`src/hw/aud_pkg.sv`:
```
package aud_pkg;

    // sample format
    localparam int SAMPLE_W     = 16;
    localparam int SAMPLE_CNT_W = $clog2(SAMPLE_W) + 1;

    // sample memory, recording stops once it holds MEM_DEPTH samples
    localparam int MEM_DEPTH = 256;
    localparam int ADDR_W    = $clog2(MEM_DEPTH);
    localparam int COUNT_W   = ADDR_W + 1;

    // axi4-lite bus
    localparam int         AXI_ADDR_W    = 4;
    localparam int         AXI_DATA_W    = 32;
    localparam int         AXI_STRB_W    = AXI_DATA_W / 8;
    localparam logic [1:0] AXI_RESP_OKAY = 2'b00;

    // register byte offsets
    localparam logic [AXI_ADDR_W-1:0] REG_CTRL   = 4'h0;
    localparam logic [AXI_ADDR_W-1:0] REG_STATUS = 4'h4;
    localparam logic [AXI_ADDR_W-1:0] REG_COUNT  = 4'h8;

    // command bits in REG_CTRL
    localparam int CTRL_REC_BIT   = 0;
    localparam int CTRL_PAUSE_BIT = 1;
    localparam int CTRL_STOP_BIT  = 2;
    localparam int CTRL_PLAY_BIT  = 3;

    // flag bits in REG_STATUS
    localparam int STAT_REC_BIT   = 0;
    localparam int STAT_PAUSE_BIT = 1;
    localparam int STAT_PLAY_BIT  = 2;
    localparam int STAT_DONE_BIT  = 3;

endpackage
```
`src/hw/aud_core_top.sv`:
```
module aud_core_top import aud_pkg::*; (
    input  logic                  i_clk,
    input  logic                  i_rst_n,
    input  logic [AXI_ADDR_W-1:0] i_awaddr,
    input  logic                  i_awvalid,
    output logic                  o_awready,
    input  logic [AXI_DATA_W-1:0] i_wdata,
    input  logic [AXI_STRB_W-1:0] i_wstrb,
    input  logic                  i_wvalid,
    output logic                  o_wready,
    output logic [1:0]            o_bresp,
    output logic                  o_bvalid,
    input  logic                  i_bready,
    input  logic [AXI_ADDR_W-1:0] i_araddr,
    input  logic                  i_arvalid,
    output logic                  o_arready,
    output logic [AXI_DATA_W-1:0] o_rdata,
    output logic [1:0]            o_rresp,
    output logic                  o_rvalid,
    input  logic                  i_rready,
    input  logic                  i_lrc,
    input  logic                  i_adcdat,
    output logic                  o_dacdat
);

    logic                rec_start, pause_toggle, stop, play_start;
    logic                recording, paused, playing;
    logic [COUNT_W-1:0]  count;
    logic                wr_en;
    logic [ADDR_W-1:0]   wr_addr, rd_addr;
    logic [SAMPLE_W-1:0] wr_data, rd_data;

    aud_ctrl_regs aud_ctrl_regs_inst (
        .i_clk          (i_clk),
        .i_rst_n        (i_rst_n),
        .i_awaddr       (i_awaddr),
        .i_awvalid      (i_awvalid),
        .o_awready      (o_awready),
        .i_wdata        (i_wdata),
        .i_wstrb        (i_wstrb),
        .i_wvalid       (i_wvalid),
        .o_wready       (o_wready),
        .o_bresp        (o_bresp),
        .o_bvalid       (o_bvalid),
        .i_bready       (i_bready),
        .i_araddr       (i_araddr),
        .i_arvalid      (i_arvalid),
        .o_arready      (o_arready),
        .o_rdata        (o_rdata),
        .o_rresp        (o_rresp),
        .o_rvalid       (o_rvalid),
        .i_rready       (i_rready),
        .o_rec_start    (rec_start),
        .o_pause_toggle (pause_toggle),
        .o_stop         (stop),
        .o_play_start   (play_start),
        .i_recording    (recording),
        .i_paused       (paused),
        .i_playing      (playing),
        .i_count        (count)
    );

    aud_recorder aud_recorder_inst (
        .i_clk          (i_clk),
        .i_rst_n        (i_rst_n),
        .i_lrc          (i_lrc),
        .i_adcdat       (i_adcdat),
        .i_rec_start    (rec_start),
        .i_pause_toggle (pause_toggle),
        .i_stop         (stop),
        .o_recording    (recording),
        .o_paused       (paused),
        .o_count        (count),
        .o_wr_en        (wr_en),
        .o_wr_addr      (wr_addr),
        .o_wr_data      (wr_data)
    );

    aud_player aud_player_inst (
        .i_clk        (i_clk),
        .i_rst_n      (i_rst_n),
        .i_lrc        (i_lrc),
        .i_play_start (play_start),
        .i_stop       (stop),
        .i_count      (count),
        .i_rd_data    (rd_data),
        .o_rd_addr    (rd_addr),
        .o_playing    (playing),
        .o_dacdat     (o_dacdat)
    );

    sample_mem sample_mem_inst (
        .i_clk     (i_clk),
        .i_wr_en   (wr_en),
        .i_wr_addr (wr_addr),
        .i_wr_data (wr_data),
        .i_rd_addr (rd_addr),
        .o_rd_data (rd_data)
    );

endmodule

```
`src/hw/aud_ctrl_regs.sv`:
```
module aud_ctrl_regs import aud_pkg::*; (
    input  logic                  i_clk,
    input  logic                  i_rst_n,
    input  logic [AXI_ADDR_W-1:0] i_awaddr,
    input  logic                  i_awvalid,
    output logic                  o_awready,
    input  logic [AXI_DATA_W-1:0] i_wdata,
    input  logic [AXI_STRB_W-1:0] i_wstrb,
    input  logic                  i_wvalid,
    output logic                  o_wready,
    output logic [1:0]            o_bresp,
    output logic                  o_bvalid,
    input  logic                  i_bready,
    input  logic [AXI_ADDR_W-1:0] i_araddr,
    input  logic                  i_arvalid,
    output logic                  o_arready,
    output logic [AXI_DATA_W-1:0] o_rdata,
    output logic [1:0]            o_rresp,
    output logic                  o_rvalid,
    input  logic                  i_rready,
    output logic                  o_rec_start,
    output logic                  o_pause_toggle,
    output logic                  o_stop,
    output logic                  o_play_start,
    input  logic                  i_recording,
    input  logic                  i_paused,
    input  logic                  i_playing,
    input  logic [COUNT_W-1:0]    i_count
);

    logic                  wr_fire;
    logic                  rd_fire;
    logic                  ctrl_wr;
    logic                  bvalid_r;
    logic                  rvalid_r;
    logic [AXI_DATA_W-1:0] rdata_r;
    logic [AXI_DATA_W-1:0] rd_mux;
    logic                  rec_start_r, pause_r, stop_r, play_r;
    logic                  recording_r, playing_r;
    logic                  done_r;

    // address and data are taken together, one transfer at a time
    assign wr_fire   = i_awvalid & i_wvalid & ~bvalid_r;
    assign o_awready = i_wvalid & ~bvalid_r;
    assign o_wready  = i_awvalid & ~bvalid_r;
    assign ctrl_wr   = wr_fire & (i_awaddr == REG_CTRL) & i_wstrb[0];
    assign o_bvalid  = bvalid_r;
    assign o_bresp   = AXI_RESP_OKAY;

    assign rd_fire   = i_arvalid & ~rvalid_r;
    assign o_arready = ~rvalid_r;
    assign o_rvalid  = rvalid_r;
    assign o_rdata   = rdata_r;
    assign o_rresp   = AXI_RESP_OKAY;

    assign o_rec_start    = rec_start_r;
    assign o_pause_toggle = pause_r;
    assign o_stop         = stop_r;
    assign o_play_start   = play_r;

    always_comb begin
        rd_mux = '0;
        case (i_araddr)
            REG_STATUS: begin
                rd_mux[STAT_REC_BIT]   = i_recording;
                rd_mux[STAT_PAUSE_BIT] = i_paused;
                rd_mux[STAT_PLAY_BIT]  = i_playing;
                rd_mux[STAT_DONE_BIT]  = done_r;
            end
            REG_COUNT: rd_mux[COUNT_W-1:0] = i_count;
            default:   rd_mux = '0;
        endcase
    end

    always_ff @(posedge i_clk) begin
        if (!i_rst_n) begin
            bvalid_r    <= 1'b0;
            rvalid_r    <= 1'b0;
            rec_start_r <= 1'b0;
            pause_r     <= 1'b0;
            stop_r      <= 1'b0;
            play_r      <= 1'b0;
            recording_r <= 1'b0;
            playing_r   <= 1'b0;
            done_r      <= 1'b0;
        end else begin
            bvalid_r    <= wr_fire | (bvalid_r & ~i_bready);
            rvalid_r    <= rd_fire | (rvalid_r & ~i_rready);
            rec_start_r <= ctrl_wr & i_wdata[CTRL_REC_BIT];
            pause_r     <= ctrl_wr & i_wdata[CTRL_PAUSE_BIT];
            stop_r      <= ctrl_wr & i_wdata[CTRL_STOP_BIT];
            // no playback while the recorder owns the memory
            play_r      <= ctrl_wr & i_wdata[CTRL_PLAY_BIT] & ~i_wdata[CTRL_REC_BIT]
                           & ~i_recording;
            recording_r <= i_recording;
            playing_r   <= i_playing;
            if (rec_start_r || play_r) begin
                done_r <= 1'b0;
            end else if ((recording_r & ~i_recording) || (playing_r & ~i_playing)) begin
                done_r <= 1'b1;
            end
        end
    end

    always_ff @(posedge i_clk) begin
        if (rd_fire) begin
            rdata_r <= rd_mux;
        end
    end

endmodule

```
`src/hw/aud_player.sv`:
```
module aud_player import aud_pkg::*; (
    input  logic                i_clk,
    input  logic                i_rst_n,
    input  logic                i_lrc,
    input  logic                i_play_start,
    input  logic                i_stop,
    input  logic [COUNT_W-1:0]  i_count,
    input  logic [SAMPLE_W-1:0] i_rd_data,
    output logic [ADDR_W-1:0]   o_rd_addr,
    output logic                o_playing,
    output logic                o_dacdat
);

    typedef enum logic [1:0] {S_IDLE, S_WAIT, S_SHIFT} state_t;

    state_t                  state_r, state_w;
    logic                    lrc_r;
    logic                    lrc_fall;
    logic [COUNT_W-1:0]      idx_r, idx_w;
    logic [SAMPLE_CNT_W-1:0] bit_r, bit_w;
    logic [SAMPLE_W-1:0]     shift_r, shift_w;
    logic                    dac_r, dac_w;

    assign lrc_fall  = lrc_r & ~i_lrc;
    // idle holds address 0 so the first sample is already on i_rd_data
    assign o_rd_addr = idx_r[ADDR_W-1:0];
    assign o_playing = (state_r != S_IDLE);
    assign o_dacdat  = dac_r;

    always_comb begin
        state_w = state_r;
        idx_w   = idx_r;
        bit_w   = bit_r;
        shift_w = shift_r;
        dac_w   = 1'b0;
        case (state_r)
            S_IDLE: begin
                idx_w = '0;
                if (i_play_start && i_count != '0) begin
                    state_w = S_WAIT;
                end
            end
            S_WAIT: begin
                if (lrc_fall) begin
                    dac_w   = i_rd_data[SAMPLE_W-1];
                    shift_w = {i_rd_data[SAMPLE_W-2:0], 1'b0};
                    bit_w   = SAMPLE_CNT_W'(1);
                    // prefetch the next sample during this frame
                    idx_w   = idx_r + COUNT_W'(1);
                    state_w = S_SHIFT;
                end
            end
            S_SHIFT: begin
                if (bit_r == SAMPLE_CNT_W'(SAMPLE_W)) begin
                    if (idx_r == i_count) begin
                        state_w = S_IDLE;
                        idx_w   = '0;
                    end else begin
                        state_w = S_WAIT;
                    end
                end else begin
                    dac_w   = shift_r[SAMPLE_W-1];
                    shift_w = {shift_r[SAMPLE_W-2:0], 1'b0};
                    bit_w   = bit_r + SAMPLE_CNT_W'(1);
                end
            end
            default: state_w = S_IDLE;
        endcase
        if (i_stop && state_r != S_IDLE) begin
            state_w = S_IDLE;
            idx_w   = '0;
            dac_w   = 1'b0;
        end
    end

    always_ff @(posedge i_clk) begin
        if (!i_rst_n) begin
            state_r <= S_IDLE;
            lrc_r   <= 1'b0;
            idx_r   <= '0;
            bit_r   <= '0;
            dac_r   <= 1'b0;
        end else begin
            state_r <= state_w;
            lrc_r   <= i_lrc;
            idx_r   <= idx_w;
            bit_r   <= bit_w;
            dac_r   <= dac_w;
        end
    end

    always_ff @(posedge i_clk) begin
        shift_r <= shift_w;
    end

endmodule

```
`src/hw/aud_recorder.sv`:
```
module aud_recorder import aud_pkg::*; (
    input  logic                i_clk,
    input  logic                i_rst_n,
    input  logic                i_lrc,
    input  logic                i_adcdat,
    input  logic                i_rec_start,
    input  logic                i_pause_toggle,
    input  logic                i_stop,
    output logic                o_recording,
    output logic                o_paused,
    output logic [COUNT_W-1:0]  o_count,
    output logic                o_wr_en,
    output logic [ADDR_W-1:0]   o_wr_addr,
    output logic [SAMPLE_W-1:0] o_wr_data
);

    typedef enum logic [1:0] {S_IDLE, S_WAIT, S_CAPTURE, S_PAUSED} state_t;

    state_t                  state_r, state_w;
    logic                    lrc_r;
    logic                    lrc_fall;
    logic [SAMPLE_CNT_W-1:0] bit_r, bit_w;
    logic [SAMPLE_W-1:0]     sample_r, sample_w;
    logic                    pend_r, pend_w;
    logic                    wr_en_r, wr_en_w;
    logic [COUNT_W-1:0]      count_r, count_w;

    // first clock of the low (left) half
    assign lrc_fall = lrc_r & ~i_lrc;

    assign o_recording = (state_r != S_IDLE);
    assign o_paused    = (state_r == S_PAUSED) | pend_r;
    assign o_count     = count_r;
    assign o_wr_en     = wr_en_r;
    assign o_wr_addr   = count_r[ADDR_W-1:0];
    assign o_wr_data   = sample_r;

    always_comb begin
        state_w  = state_r;
        bit_w    = bit_r;
        sample_w = sample_r;
        pend_w   = pend_r;
        wr_en_w  = 1'b0;
        // count advances on the edge that writes the sample
        count_w  = count_r + COUNT_W'(wr_en_r);
        case (state_r)
            S_IDLE: begin
                pend_w = 1'b0;
                if (i_rec_start) begin
                    state_w = S_WAIT;
                    count_w = '0;
                end
            end
            S_WAIT: begin
                if (i_pause_toggle) begin
                    state_w = S_PAUSED;
                end else if (lrc_fall) begin
                    // this edge takes the msb
                    sample_w = {sample_r[SAMPLE_W-2:0], i_adcdat};
                    bit_w    = SAMPLE_CNT_W'(1);
                    state_w  = S_CAPTURE;
                end
            end
            S_CAPTURE: begin
                sample_w = {sample_r[SAMPLE_W-2:0], i_adcdat};
                if (bit_r == SAMPLE_CNT_W'(SAMPLE_W - 1)) begin
                    wr_en_w = 1'b1;
                    pend_w  = 1'b0;
                    state_w = (pend_r ^ i_pause_toggle) ? S_PAUSED : S_WAIT;
                end else begin
                    bit_w = bit_r + SAMPLE_CNT_W'(1);
                    if (i_pause_toggle) begin
                        pend_w = ~pend_r;
                    end
                end
            end
            S_PAUSED: begin
                if (i_pause_toggle) begin
                    state_w = S_WAIT;
                end
            end
            default: state_w = S_IDLE;
        endcase
        // stop or last free slot being written, a partial sample is dropped
        if (state_r != S_IDLE) begin
            if (i_stop || (wr_en_r && count_r == COUNT_W'(MEM_DEPTH - 1))) begin
                state_w = S_IDLE;
                pend_w  = 1'b0;
            end
        end
    end

    always_ff @(posedge i_clk) begin
        if (!i_rst_n) begin
            state_r <= S_IDLE;
            lrc_r   <= 1'b0;
            bit_r   <= '0;
            pend_r  <= 1'b0;
            wr_en_r <= 1'b0;
            count_r <= '0;
        end else begin
            state_r <= state_w;
            lrc_r   <= i_lrc;
            bit_r   <= bit_w;
            pend_r  <= pend_w;
            wr_en_r <= wr_en_w;
            count_r <= count_w;
        end
    end

    always_ff @(posedge i_clk) begin
        sample_r <= sample_w;
    end

endmodule

```
`src/hw/sample_mem.sv`:
```
module sample_mem import aud_pkg::*; (
    input  logic                i_clk,
    input  logic                i_wr_en,
    input  logic [ADDR_W-1:0]   i_wr_addr,
    input  logic [SAMPLE_W-1:0] i_wr_data,
    input  logic [ADDR_W-1:0]   i_rd_addr,
    output logic [SAMPLE_W-1:0] o_rd_data
);

    logic [SAMPLE_W-1:0] mem [MEM_DEPTH];

    always_ff @(posedge i_clk) begin
        if (i_wr_en) begin
            mem[i_wr_addr] <= i_wr_data;
        end
    end

    // registered read, data follows the address by one clock
    always_ff @(posedge i_clk) begin
        o_rd_data <= mem[i_rd_addr];
    end

endmodule

```
`config.mk`:
```
export PLATFORM = sky130hd
export DESIGN_NAME = aud_core_top
export DESIGN_NICKNAME = d
export VERILOG_FILES = /design/src/hw/aud_pkg.sv /design/src/hw/aud_core_top.sv /design/src/hw/aud_ctrl_regs.sv /design/src/hw/aud_player.sv /design/src/hw/aud_recorder.sv /design/src/hw/sample_mem.sv
export SDC_FILE = /design/constraint.sdc
export NUM_CORES = 2
export LEC_CHECK = 0
export BUFFER_PORTS_ARGS = -buffer_cell sky130_fd_sc_hd__buf_2
export CAP_MARGIN = 25
export CORE_ASPECT_RATIO = 1.2
export CORE_MARGIN = 4
export CORE_UTILIZATION = 35
export DETAILED_ROUTE_END_ITERATION = 16
export REMOVE_ABC_BUFFERS = 1
export SLEW_MARGIN = 20
export SYNTH_ARGS = -nofsm -noshare
export SYNTH_HDL_FRONTEND = slang
export SYNTH_SLANG_ARGS = --single-unit
```
`constraint.sdc`:
```
create_clock -name i_clk -period 11.7 [get_ports i_clk]
set_input_delay 1.17 -clock i_clk [delete_from_list [all_inputs] [get_ports i_clk]]
set_output_delay 1.17 -clock i_clk [all_outputs]
set_load 0.005 [all_outputs]
```
After elaboration in Yosys (flattened, before gate mapping):

Memory sizes are Yosys's and may differ from the RTL's. A register that Yosys moved wholly into a read port is not among the register bits.
Index checks and enable logic that the tools add are counted.

* register bits: 86
* bits in writable memories: 4096
* input bits: 53
* output and inout bits: 42
* word-level logic and storage cells: 146
* memories: 1

* $add $sub $neg: 4
* equal/unequal tests: 19
* muxes and demuxes: 44
* bitwise logic cells: 32
* reductions and logical operators: 23

Memories
* sample_mem_inst.mem: words 256, bits a word 16, read ports 1, clocked after memory_dff 1, write ports 1, line sample_mem.sv:10 `logic [SAMPLE_W-1:0] mem [MEM_DEPTH];`

Operators with widths (count)
* 2-to-1 mux 16 bit: 4
* one-hot mux 16 bit (2 select lines): 2
* 2-to-1 mux 9 bit: 5
* one-hot mux 9 bit (3 select lines): 1
* 2-to-1 mux 2 bit: 11
* 2-to-1 mux 5 bit: 4
* one-hot mux 5 bit (2 select lines): 2
* AND 1 bit: 18
* adder 5 x 1 -> 5 bit (second input constant): 2
* 2-to-1 mux 1 bit: 10
* != test 2 x 1 -> 1 bit (second input constant): 5
* NOT 1 bit: 10
* adder 9 x 1 -> 9 bit: 1
* adder 9 x 1 -> 9 bit (second input constant): 1
* == test 9 x 8 -> 1 bit (second input constant): 1
* == test 9 bit: 1
* AND reduction 3 bit: 3
* nonzero test 9 bit: 1
* one-hot mux 2 bit (4 select lines): 1
* one-hot mux 4 bit (2 select lines): 1
* AND reduction 4 bit: 2
* nonzero test 2 bit: 4
* == test 2 bit (second input constant): 3
* != test 2 bit (second input constant): 3
* other kinds (16): 26

Longest topological paths before layout:

* word-level depth: 7
* gate-level depth with buffers: 14
* depth with buffers taken out: 9

By module:

From an unflattened synthesis, not the netlist that was laid out.

* cell total of the unflattened synthesis: 7757
* area, all modules: 163038.9 sq um

Modules (own cells, without submodules)
* sample_mem: instances 1, cells an instance 7360, area an instance 158714.7 sq um, sequential area each 123318.3 sq um
* aud_player: instances 1, cells an instance 178, area an instance 1855.5 sq um, sequential area each 810.8 sq um
* aud_recorder: instances 1, cells an instance 129, area an instance 1496.4 sq um, sequential area each 860.8 sq um
* aud_ctrl_regs: instances 1, cells an instance 90, area an instance 972.2 sq um, sequential area each 450.4 sq um

Least setup slack after synthesis:

No wires, ideal clock.

* path kind: flip-flop to flip-flop
* from: register aud_recorder_inst.sample_r[9], in the netlist aud_recorder_inst.o_wr_data[9]
* to: register aud_recorder_inst.sample_r[10], in the netlist aud_recorder_inst.o_wr_data[10], data pin
* library setup time: 820 ps
* arrival: 3240 ps
* required time: 10880 ps
* slack: 7640 ps
* cell stages (with the launch flop): 1
* buffers on the path: 0
* clock period less this slack: 4060 ps
* cells stage by stage: edfxtp_1

* word-level cells in the longest chain between the ends: 3

Ends and longest elaborated chain
* from (decl): line aud_recorder.sv:23 `logic [SAMPLE_W-1:0] sample_r, sample_w;`
* from (signal assigned): line aud_recorder.sv:112 `sample_r <= sample_w;`
* 2-to-1 mux 16 bit: line aud_recorder.sv:57 `end else if (lrc_fall) begin`
* 2-to-1 mux 16 bit: line aud_recorder.sv:55 `if (i_pause_toggle) begin`
* one-hot mux 16 bit (2 select lines) (*): line aud_recorder.sv:46 `case (state_r)`

Every way passes the cells marked *; elsewhere a longest branch is shown, timed or not. The select of a mux whose other input is x is not followed.
A chain may end at the register's enable or synchronous reset.

==> metrics.log <==
[metrics] total negative slack: 0 ns
[metrics] leading cell types by count after synthesis: sky130_fd_sc_hd__edfxtp_1 (4136), sky130_fd_sc_hd__mux4_2 (909), sky130_fd_sc_hd__mux2i_1 (428)
[metrics] via count of the first global-routing pass: ~82000
[metrics] ratio of cells with drive above 1 in the final layout: between 20% and 30%
[metrics] hold violation count in the final report: 0
[metrics] TritonCTS Sinks: around 4200
[metrics] maxcap violations: 0
[metrics] via density per instance: between 5 and 6
[metrics] Top FF cell, synth: sky130_fd_sc_hd__edfxtp_1
[metrics] Netlist cell types: 82
[metrics] RSZ-0062 raised after global routing: false
[metrics] H-Tree Level Count: 5
[metrics] post-placement worst setup slack: approximately 6.4 ns
[metrics] vias: about 81000
[metrics] Iter 0 DRT Violations: around 11000
[metrics] total of endpoints with negative setup slack in the final report: 0
[metrics] antenna-violating nets left: 0
[metrics] wire length of the first global-routing pass: 642 mm
[metrics] number of register bits inferred by synthesis: between 4000 and 5000
[metrics] number of synthesis warnings: 0
[metrics] proportion of netlist area held by the largest area contributor: about three quarters
[metrics] maximum number of pins on one net before global-route repair: 185
[metrics] count of standard-cell rows: between 200 and 300
[metrics] count of hold buffers inserted by post-cts repair: 0
[metrics] Remaining DRCs: 0
[metrics] buffers inserted during post-CTS setup optimization: 0
[metrics] Max Fanout on Critical Path: 51
[metrics] number of top-level pins: 95
[metrics] area of the die: ~480000 µm²
[metrics] clock buffers created by TritonCTS: just over 400
[metrics] Final Cycle Share: 46.5%
[metrics] cell with the most instances after synthesis: sky130_fd_sc_hd__edfxtp_1
[metrics] number of placed instances, taps included: between 10000 and 15000
[metrics] Floorplan Core Area: approximately 460000 µm²
[metrics] share of async-settable or async-resettable flops after synthesis: 0%
[metrics] final global-route overflow total: 0
[metrics] aggregate global-route resource usage: about a fifth
[metrics] required time at the endpoint of the critical path: roughly 13 ns
[metrics] summed instance area of the synthesized netlist: ~160000 µm²
[metrics] Synth area leader: sky130_fd_sc_hd__edfxtp_1
[metrics] max-slew violation count: 0
[metrics] die width: 630 µm
[metrics] relative slew slack: between 15 and 20%
[metrics] maximum vdd ir drop: between 0.1 and 0.15 mV
[metrics] final standard cell count with taps included and fillers excluded: around 15000
[metrics] crit path setup slack, layout: roughly 6.3 ns
[metrics] largest cells by area after synthesis: sky130_fd_sc_hd__edfxtp_1 (76%), sky130_fd_sc_hd__mux4_2 (13%), sky130_fd_sc_hd__mux2i_1 (2.6%)
[metrics] part of the Yosys area used for sequential elements: a little under 80%
[metrics] clock tree from TritonCTS: yes
[metrics] drt first pass iters: 8
[metrics] clock latency reported for the late side of the worst-skew pair: 0.97 ns
[metrics] Final GP Congestion: ~0.9
[metrics] signed area change from the synthesized netlist to the final layout: 13.9%
[metrics] total number of nets in the final design: 8118
[metrics] final clock skew: around 0.050 ns
[metrics] Startpoint Class: flop
[metrics] number of fill cells: 40338
[metrics] endpoint type of the worst setup path: flop
[metrics] final core utilization: about two fifths
[metrics] Total Wirelength: 463 mm
[metrics] static leakage: between 50 and 60 nW
[metrics] gate count after technology mapping: between 7000 and 8000
[metrics] per-cell routed wire length: roughly 32 µm
[metrics] met2 wire len: around 230 mm
[metrics] clock period minus final worst setup slack: around 5.4 ns
[metrics] class of the worst hold path: in -> reg
[metrics] Detail Route met3 WL: 39.4 mm
[metrics] initial cell density of the core: around a third
[metrics] fmax: between 150 and 200 MHz
[metrics] clock-pin slew on the worst setup and hold paths: ~0.060 ns
[metrics] uppermost layer routed: met5
[metrics] Worst Tran Pin Value: around 1.2 ns
[metrics] power density over the cells: between 150 and 200 nW/µm²
[metrics] Arr. time, crit path: approximately 6.3 ns
[metrics] half-perimeter wire length after detailed placement: between 200 and 300 mm
[metrics] Max Root-Sink Buffers: 4
[metrics] met1 wire length: 171 mm
[metrics] number of synthesized flops with an enable pin: roughly 4100
[metrics] count of input and output buffers: 36
[metrics] overall die height: ~750 µm
[metrics] root buf cell: sky130_fd_sc_hd__clkbuf_16
[metrics] number of resized instances in the post-cts repair step: 0
[metrics] class of the most critical setup path: reg -> reg
[metrics] initial antenna violation count: 25
[metrics] run status: completed
[metrics] mean area per synthesized cell: between 20 and 25 µm²
==> through the flow <==
step                power (W)  hold slack [ns]  cell area (µm²)
detailed placement     0.0166            0.433           172000
finish                 0.0293            0.411           185000
global placement       0.0166            0.426           172000
CTS                    0.0295            0.353           185000
global route           0.0301            0.376           185000
floorplan              0.0166            0.399           160000
==> cell type report <==
cell class	count	area [µm²]	share of cell area, %
inverter	19	87.6	0.0473
sequential	4197	125000	67.8
multi-input combinational	2940	34700	18.7
clock inverter	259	2390	1.29
tap	6187	7740	4.18
antenna	7	17.5	0.00947
clock buffer	500	10700	5.81
timing repair buffer	487	3950	2.13
==> sequential cells by signal, indices dropped and copies added, names as in the netlist, 2 cells and up <==
signal                       cells
aud_ctrl_regs_inst.o_rdata       9
aud_player_inst.bit_r            5
aud_player_inst.idx_r            9
aud_player_inst.shift_r         15
aud_player_inst.state_r          2
aud_recorder_inst.bit_r          5
aud_recorder_inst.o_count        9
aud_recorder_inst.o_wr_data     16
aud_recorder_inst.state_r        2
sample_mem_inst.mem           4096
sample_mem_inst.o_rd_data       16
==> kinds of logic after synthesis <==
kind of cell | share of synthesized area, %
compound gates | 3.04
xor+xnor | 0.146
fa+ha+maj | 0.0847
buf+inv | 1.84
flops | 77.2
mux | 15.6
other cells | 0.00231
simple gates | 2.06
==> layer usage <==
metal | track usage (%) | up-vias
met5 | 0 | -
met4 | 8.48 | 6
met3 | 3.33 | 904
met2 | 31.8 | 4288
met1 | 24.1 | 43473
li1 | - | 32729
==> cells in the final DEF (no fill, tap or decap), types with 104 or more instances in the layout <==
cell	count
sky130_fd_sc_hd__nor2_1	239
sky130_fd_sc_hd__edfxtp_1	4136
sky130_fd_sc_hd__clkinv_1	108
sky130_fd_sc_hd__o21ai_0	104
sky130_fd_sc_hd__nor2_2	129
sky130_fd_sc_hd__nand2_1	178
sky130_fd_sc_hd__mux2i_1	428
sky130_fd_sc_hd__clkbuf_16	415
sky130_fd_sc_hd__a21oi_1	170
sky130_fd_sc_hd__mux4_2	909
sky130_fd_sc_hd__buf_4	408
==> path summary, 6_finish.rpt <==
kind                                                  start                                        to  slack [ns]  cells past startpoint
hold reg to reg   aud_ctrl_regs_inst.o_rec_start$_SDFF_PN0_    aud_ctrl_regs_inst.done_r$_SDFFE_PP0P_        0.44                      1
setup / recovery      aud_player_inst.idx_r[1]$_SDFFE_PP0P_      sample_mem_inst.o_rd_data[0]$_DFF_P_        6.26                      9
hold / removal                                     i_adcdat  aud_recorder_inst.o_wr_data[0]$_DFFE_PP_        0.41                      1
setup reg to reg      aud_player_inst.idx_r[1]$_SDFFE_PP0P_      sample_mem_inst.o_rd_data[0]$_DFF_P_        6.26                      9
==> power breakdown <==
part           total [W]  leakage [nW]  internal (W)  switching [W]
sequential        0.0163          37.7        0.0163     0.00000129
clock             0.0130          6.42       0.00737        0.00561
combinational  0.0000204          11.3    0.00000655      0.0000138
==> critical path, stage by stage, from the launching register on <==
cell and delay [ns]:
sky130_fd_sc_hd__dfxtp_4 0.71, sky130_fd_sc_hd__buf_4 0.68, sky130_fd_sc_hd__buf_4 0.75, sky130_fd_sc_hd__buf_4 0.74, sky130_fd_sc_hd__mux4_2 0.60, sky130_fd_sc_hd__mux2i_1 0.26, sky130_fd_sc_hd__nor2_1 0.09, sky130_fd_sc_hd__or4_1 0.41
sky130_fd_sc_hd__o21ai_0 0.80, sky130_fd_sc_hd__o32ai_1 0.15
No activity file was read; power rests on OpenSTA's default activity.
